`config.mk`:
```
export PLATFORM = sky130hd
export DESIGN_NAME = stage_id
export DESIGN_NICKNAME = d
export VERILOG_FILES = /design/src/source/cpu_pkg.sv /design/src/source/stage_id.sv
export SDC_FILE = /design/constraint.sdc
export NUM_CORES = 1
export LEC_CHECK = 0
export BUFFER_PORTS_ARGS = -buffer_cell sky130_fd_sc_hd__buf_2
export CORE_AREA = 2 2 167 169
export DETAILED_ROUTE_END_ITERATION = 6
export DIE_AREA = 0 0 169 171
export SLEW_MARGIN = 5
export SYNTH_ARGS = -nofsm -noshare
export SYNTH_HDL_FRONTEND = slang
export SYNTH_SLANG_ARGS = --single-unit
```
`constraint.sdc`:
```
create_clock -name vclk -period 2.7
set_clock_uncertainty 0.05 [all_clocks]
set_input_delay 0.54 -clock vclk [all_inputs]
set_output_delay 0.54 -clock vclk [all_outputs]
set_load 0.01 [all_outputs]
```
`src/source/cpu_pkg.sv`:
```
`default_nettype none

package cpu_pkg;

    localparam int xlen = 32;
    localparam int reg_addr_w = 5;
    localparam int alu_op_w = 4;

    // Execution unit picked in EX
    typedef enum logic [2:0] {
        sel_nop    = 3'b000,
        sel_logic  = 3'b001,
        sel_shift  = 3'b010,
        sel_arith  = 3'b100,
        sel_branch = 3'b101,
        sel_jump   = 3'b110,
        sel_mem    = 3'b111
    } alu_sel_e;

    typedef enum logic [6:0] {
        op_lui    = 7'b0110111,
        op_auipc  = 7'b0010111,
        op_jal    = 7'b1101111,
        op_jalr   = 7'b1100111,
        op_branch = 7'b1100011,
        op_load   = 7'b0000011,
        op_store  = 7'b0100011,
        op_op_imm = 7'b0010011,
        op_op     = 7'b0110011
    } opcode_e;

    localparam logic [xlen-1:0] nop_inst = 32'h0000_0013;  // ADDI x0, x0, 0

endpackage

`default_nettype wire
```
`src/source/stage_id.sv`:
```
`timescale 1ns/1ps
`default_nettype none

module stage_id
    import cpu_pkg::*;
(
    input  wire                   reset,
    output logic                  stall_id,
    input  wire [xlen-1:0]        pc,
    input  wire [xlen-1:0]        inst,
    output logic                  read1,
    output logic [reg_addr_w-1:0] reg1_addr,
    input  wire [xlen-1:0]        reg1_data,
    output logic                  read2,
    output logic [reg_addr_w-1:0] reg2_addr,
    input  wire [xlen-1:0]        reg2_data,
    output alu_sel_e              alusel,
    output logic [alu_op_w-1:0]   aluop,
    output logic [xlen-1:0]       op1,
    output logic [xlen-1:0]       op2,
    output logic [xlen-1:0]       link_addr,
    output logic                  write,
    output logic [reg_addr_w-1:0] regw_addr,
    output logic [xlen-1:0]       mem_offset,
    output logic                  br,
    output logic [xlen-1:0]       br_addr,
    output logic [xlen-1:0]       br_offset,
    input  wire                   ex_load,
    input  wire                   ex_write,
    input  wire [reg_addr_w-1:0]  ex_regw_addr,
    input  wire [xlen-1:0]        ex_regw_data,
    input  wire                   mem_write,
    input  wire [reg_addr_w-1:0]  mem_regw_addr,
    input  wire [xlen-1:0]        mem_regw_data
);

    wire [2:0] funct3 = inst[14:12];
    wire [6:0] funct7 = inst[31:25];
    wire [xlen-1:0] i_imm = {{20{inst[31]}}, inst[31:20]};
    wire [xlen-1:0] s_imm = {{20{inst[31]}}, inst[31:25], inst[11:7]};
    wire [xlen-1:0] b_imm = {{20{inst[31]}}, inst[7], inst[30:25], inst[11:8], 1'b0};
    wire [xlen-1:0] u_imm = {inst[31:12], 12'b0};
    wire [xlen-1:0] j_imm = {{12{inst[31]}}, inst[19:12], inst[20], inst[30:21], 1'b0};

    opcode_e opcode;
    logic [xlen-1:0] imm1, imm2;
    logic stall1, stall2;

    assign opcode = opcode_e'(inst[6:0]);

    always_comb begin
        alusel = sel_nop;
        aluop = '0;
        read1 = 1'b0;
        reg1_addr = inst[19:15];
        read2 = 1'b0;
        reg2_addr = inst[24:20];
        imm1 = '0;
        imm2 = '0;
        write = 1'b0;
        regw_addr = inst[11:7];
        mem_offset = '0;
        br = 1'b0;
        br_offset = '0;
        link_addr = pc;
        case (opcode)
            op_lui: begin
                alusel = sel_arith;
                imm1 = u_imm;
                write = 1'b1;
            end
            op_auipc: begin
                alusel = sel_arith;
                imm1 = u_imm;
                imm2 = pc;
                write = 1'b1;
            end
            op_jal, op_jalr: begin
                alusel = sel_jump;
                read1 = (opcode == op_jalr);
                write = 1'b1;
                br = 1'b1;
                br_offset = (opcode == op_jalr) ? i_imm : j_imm;
            end
            op_branch: begin
                alusel = sel_branch;
                aluop = {1'b0, funct3[2] ? funct3 - 3'd2 : funct3};  // BEQ..BGEU as 0..5
                read1 = 1'b1;
                read2 = 1'b1;
                br = 1'b1;
                br_offset = b_imm;
            end
            op_load: begin
                alusel = sel_mem;
                aluop = {1'b0, funct3[2] ? funct3 - 3'd1 : funct3};  // LBU, LHU land on 3, 4
                read1 = 1'b1;
                write = 1'b1;
                mem_offset = i_imm;
            end
            op_store: begin
                alusel = sel_mem;
                aluop = 4'd5 + {2'b00, funct3[1:0]};  // SB SH SW
                read1 = 1'b1;
                read2 = 1'b1;
                mem_offset = s_imm;
            end
            op_op_imm, op_op: begin
                read1 = 1'b1;
                read2 = (opcode == op_op);
                imm2 = i_imm;
                write = 1'b1;
                case (funct3)
                    3'b000, 3'b010, 3'b011: alusel = sel_arith;
                    3'b001, 3'b101: alusel = sel_shift;
                    default: alusel = sel_logic;
                endcase
                case (funct3)
                    3'b000: aluop = {3'b000, opcode == op_op && funct7[5]};  // ADD or SUB
                    3'b010: aluop = 4'd2;                   // SLT
                    3'b011: aluop = 4'd3;                   // SLTU
                    3'b100: aluop = 4'd2;                   // XOR
                    3'b101: aluop = funct7[5] ? 4'd2 : 4'd1;  // SRA or SRL
                    3'b111: aluop = 4'd1;                   // AND
                    default: aluop = 4'd0;                  // SLL, OR
                endcase
            end
            default: ;  // Anything else flows on as a bubble
        endcase
    end

    // Returns {stall, value}
    function automatic logic [xlen:0] select_operand(
        input logic                  rd_en,
        input logic [reg_addr_w-1:0] addr,
        input logic [xlen-1:0]       imm,
        input logic [xlen-1:0]       rf_data
    );
        if (!rd_en)
            return {1'b0, imm};
        if (addr == '0)
            return '0;
        if (ex_load && ex_regw_addr == addr)
            return {1'b1, {xlen{1'b0}}};  // Load data not back yet
        if (ex_write && ex_regw_addr == addr)
            return {1'b0, ex_regw_data};
        if (mem_write && mem_regw_addr == addr)
            return {1'b0, mem_regw_data};
        return {1'b0, rf_data};
    endfunction

    always_comb begin
        {stall1, op1} = select_operand(read1, reg1_addr, imm1, reg1_data);
        {stall2, op2} = select_operand(read2, reg2_addr, imm2, reg2_data);
    end

    assign stall_id = stall1 | stall2;
    assign br_addr = (opcode == op_jalr) ? op1 : pc;

endmodule

`default_nettype wire

```
### After elaboration in Yosys (flattened, before gate mapping)

Index checks and enable logic that the tools add are counted.

| word-level totals | value |
|---|---|
| output and inout port bits | 219 |
| register bits | 0 |
| word-level logic and storage cells | 109 |

| cells by class | value |
|---|---|
| add/sub/neg operators | 3 |
| bitwise logic cells | 1 |
| reduce and logical (&&, ||, !) cells | 21 |
| muxes and demuxes | 65 |
| eq/ne operators | 19 |

Operators with widths:

| operator | number |
|---|---|
| two-way mux 33 bit | 20 |
| case mux 32 bit (2 select lines) | 3 |
| two-way mux 32 bit | 2 |
| two-way mux 1 bit | 30 |
| == test 7 x 6 -> 1 bit, second input constant | 3 |
| == test 7 bit, second input constant | 3 |
| == test 5 bit | 4 |
| two-way mux 20 bit | 1 |
| case mux 4 bit (4 select lines) | 1 |
| case mux 3 bit (5 select lines) | 1 |
| == test 7 x 5 -> 1 bit, second input constant | 2 |
| OR reduction 2 bit | 7 |
| logical NOT 5 bit | 2 |
| case mux 2 bit (5 select lines) | 1 |
| == test 3 bit, second input constant | 3 |
| == test 7 x 2 -> 1 bit, second input constant | 1 |
| logical AND 1 bit | 7 |
| OR reduction 7 bit | 1 |
| == test 3 x 2 -> 1 bit, second input constant | 2 |
| two-way mux 3 bit | 2 |
| case mux 3 bit (2 select lines) | 1 |
| OR reduction 3 bit | 2 |
| OR reduction 5 bit | 1 |
| adder 3 x 2 -> 4 bit, first input constant | 1 |
| other kinds (7) | 8 |

### Logic depth before layout (Yosys ltp)

| logic depth | value |
|---|---|
| word-level depth | 19 |
| gate-level depth with buffers | 8 |
| gate-level depth less buffers | 7 |

### Worst setup path after synthesis

No wires, ideal clock.

| path | value |
|---|---|
| kind | input -> output |
| start point | input inst[2] |
| end point | output br_offset[21] |
| stages on the path | 6 |
| buffers on the path | 1 |
| data required time | 2.110 ns |
| data arrival time | 2.222 ns |
| path slack | -0.112 ns |
| cells stage by stage | and4bb_1 > nand2_1 > nor2_1 > nor2_1 > nor2b_1 > buf_4 |

| between the ends | value |
|---|---|
| word-level cells in the longest chain between the ends | 3 |
| elaborated cells on any way between the ends | 5 |

RTL lines:

| element | RTL line | RTL |
|---|---|---|
| start, declared | stage_id.sv:10 | `input wire [xlen-1:0] inst,` |
| == test 7 bit | stage_id.sv:66 | `case (opcode)` |
| OR reduction 2 bit | n/a |  |
| case mux 32 bit (2 select lines) * | stage_id.sv:66 |  |
| end, declared | stage_id.sv:27 | `output logic [xlen-1:0] br_offset,` |

Every way passes the cells marked *; elsewhere a longest branch is shown, timed or not.

### Worst setup path in the final report

| path | value |
|---|---|
| start point | input inst[17] |
| end point | output br_addr[4] |

| between the ends | value |
|---|---|
| word-level cells in the longest chain between the ends | 13 |
| elaborated cells on any way between the ends | 30 |

RTL lines:

| element | RTL line | RTL |
|---|---|---|
| == test 5 bit | stage_id.sv:146 | `if (mem_write && mem_regw_addr == addr)` |
| logical AND 1 bit | stage_id.sv:146 |  |
| two-way mux 1 bit (2 in series) | stage_id.sv:146 |  |
| two-way mux 1 bit | stage_id.sv:144 | `if (ex_write && ex_regw_addr == addr)` |
| two-way mux 1 bit | stage_id.sv:142 | `if (ex_load && ex_regw_addr == addr)` |
| two-way mux 1 bit | stage_id.sv:140 | `if (addr == '0)` |
| two-way mux 33 bit | stage_id.sv:148 | `return {1'b0, rf_data};` |
| two-way mux 33 bit | stage_id.sv:146 |  |
| two-way mux 33 bit | stage_id.sv:144 |  |
| two-way mux 33 bit * | stage_id.sv:142 |  |
| two-way mux 33 bit * | stage_id.sv:140 |  |
| two-way mux 32 bit * | stage_id.sv:157 | `assign br_addr = (opcode == op_jalr) ? op1 : pc;` |
| end, declared | stage_id.sv:26 | `output logic [xlen-1:0] br_addr,` |

Every way passes the cells marked *; elsewhere a longest branch is shown, timed or not. The select of a mux whose other input is x is not followed.

==> out/qor.txt <==
status: finished with violations
failing checks: negative setup slack
largest net degree at the start of global routing: 39
Worst VDD drop: 41.4 uV
Die Ht: 171 um
slowest CP cell: o31ai_2
WL per Instance: 24.4 um
NumNets Final: 1333
Hold/Removal Path Class: in -> out
Pwr Density: 127 mW/mm^2
# clk buffers: 0
die width: 169 um
dpl cells: 1437
layout cell share with drive strength beyond 1: 64.3%
initial antenna violation count: 8
sequential area share after synthesis: 0%
Slew Limit Headroom: 66.3%
Crit. End Element: output port
Setup crit start kind: input port
footprint of the multi-input gates: 0.00447 mm^2
core area: 0.0273 mm^2
via/cell ratio: 5.24
Setup Viol. Count Final: 62
FP Rows: 61
max-slew violation count: 0
final hold violations: 0
Die ar.: 0.0289 mm^2
fill cell count: 2943
# IOs: 425
Non-Filler Instances: 1467
WP data required: 2.11 ns
area of the mapped netlist: 0.00474 mm^2
warnings from Yosys: 0
Final WS setup: -0.202 ns
Initial Utilization: 17.4%
grt ovf: 0
Synth Instances: 702
Highest Clock Rate: 345 MHz
pre-CTS setup slack: -0.303 ns
cells along the critical path: buf_4 -> xor2_4 -> nor4_4 -> buf_4 -> and2_4 -> buf_12 -> buf_12 -> a211oi_4 -> o31ai_2 -> buf_2
FF+latch area: 0 um^2
max cap viols: 0
number of global-route vias before repair: 7247
Hold-fix buffers, CTS: 0
hpwl dp: 27000 um
Placer Congestion: 0.919
via count: 7689
synth top area cells: buf_4, a211oi_2, a32oi_1
Tmin final: 2.90 ns
I/O Buffers: 424
DRC viols: 0
global-route wire length before repair: 48400 um
critical path arrival: 2.31 ns
FF+latch count: 0
top cell type's share of synthesized area: 13.3%
cell with the most instances after synthesis: buf_4
Final Cycle Share: 107%
Setup CP Type: in -> out
transition time of the tightest slew-check pin: 0.505 ns
Critical Path Max Stage Delay: 0.28 ns
Buf+Inv Stages, Crit Path: 5
synthesized area per cell: 6.75 um^2
Crit Path Max Fanout: 7
1st-iter DRT viols: 647
RSZ-0062 raised after global routing: true
Unique masters post-synth: 57
Worst path top cell family by delay: buffers and inverters
Area Overhead vs Synth: 87.2%
Yosys top cell by area: buf_4
fin util: 32.5%
Synthesized Nets: 915
total track usage: 22.4%
Post-Route WL: 35900 um
drt pass-1 iters: 5
Min Hold Slack: 1.25 ns
setup_tns: -6.23 ns
Post-synth top cells: buf_4, nor2_1, a21oi_1
Pleak: 4.21 nW
Final ANT Viol Nets: 0
## cell usage in the layout, fill, tap and decap left out, types with 4 or more instances in the layout
cell type / netlist / layout
clkbuf_16: 0 / 4
a21oi_1: 45 / 43
o21ai_2: 1 / 21
a22oi_1: 12 / 12
xnor2_4: 0 / 5
buf_16: 0 / 5
a211oi_1: 7 / 4
nand2_1: 28 / 27
o22ai_1: 39 / 35
nor3_1: 6 / 5
o22ai_2: 0 / 4
buf_2: 29 / 403
a211oi_4: 0 / 15
a211oi_2: 35 / 23
o31ai_2: 11 / 11
o21ai_1: 43 / 41
a21boi_1: 1 / 4
a32oi_1: 39 / 39
buf_4: 84 / 95
xor2_1: 9 / 5
a21o_1: 8 / 8
o21ai_0: 42 / 22
xnor2_2: 0 / 4
ha_1: 7 / 7
nand3_1: 36 / 35
mux2i_4: 0 / 16
a22o_1: 10 / 10
buf_8: 0 / 9
a21boi_2: 0 / 8
and2_1: 12 / 9
nor2_1: 52 / 46
buf_6: 4 / 26
inv_1: 18 / 18
nor2_2: 0 / 6
nor2b_1: 10 / 9
buf_12: 3 / 25
## layout make-up
cell class / instances / area share [%]
multi-input combinational: 533 / 50.4
antenna: 3 / 0.0846
tap: 346 / 4.88
timing repair buffer: 567 / 43.9
inverter: 18 / 0.761
## routing by layer
layer	share of wire, %	GRT usage (%)
met1	41	28.8
met4	2.7	4.31
met2	48	39.6
met5	0.16	0
met3	7.8	3.61
## worst paths after layout
path	startpoint	end	slack, ns	cells past startpoint
max	inst[17]	br_addr[4]	-0.20	10
min	inst[10]	regw_addr[3]	1.25	2
## cells by family after synthesis
group | Yosys count | share of synthesized area, %
compound gates | 317 | 49.0
buf+inv | 169 | 22.6
simple gates | 168 | 18.5
mux | 21 | 4.46
xor+xnor | 20 | 3.69
fa+ha+maj | 7 | 1.85
## per-stage QoR
stage	power (W)	area (um^2)
floorplan	0.000424	4740
global placement	0.000905	7470
detailed placement	0.000912	7470
CTS	0.00104	8360
global route	0.00119	8870
finish	0.00112	8870
## where the power goes
| group | internal [W] | total (W) | switching (W) |
|---|---|---|---|
| Combinational | 0.000516 | 0.00112 | 0.000607 |
| Sequential | 0 | 0 | 0 |
| Clock | 0.000000000149 | 0.000000000149 | 0 |
| Total | 0.000516 | 0.00112 | 0.000607 |
## timing repair
action                                  in CTS  in global routing
pin swaps                                   74                 63
setup buffers                               16                  5
cloned                                       6                  5
endpoints found under the setup margin     116                108
gates resized for setup                    131                108
No activity file was read; power rests on OpenSTA's default activity.
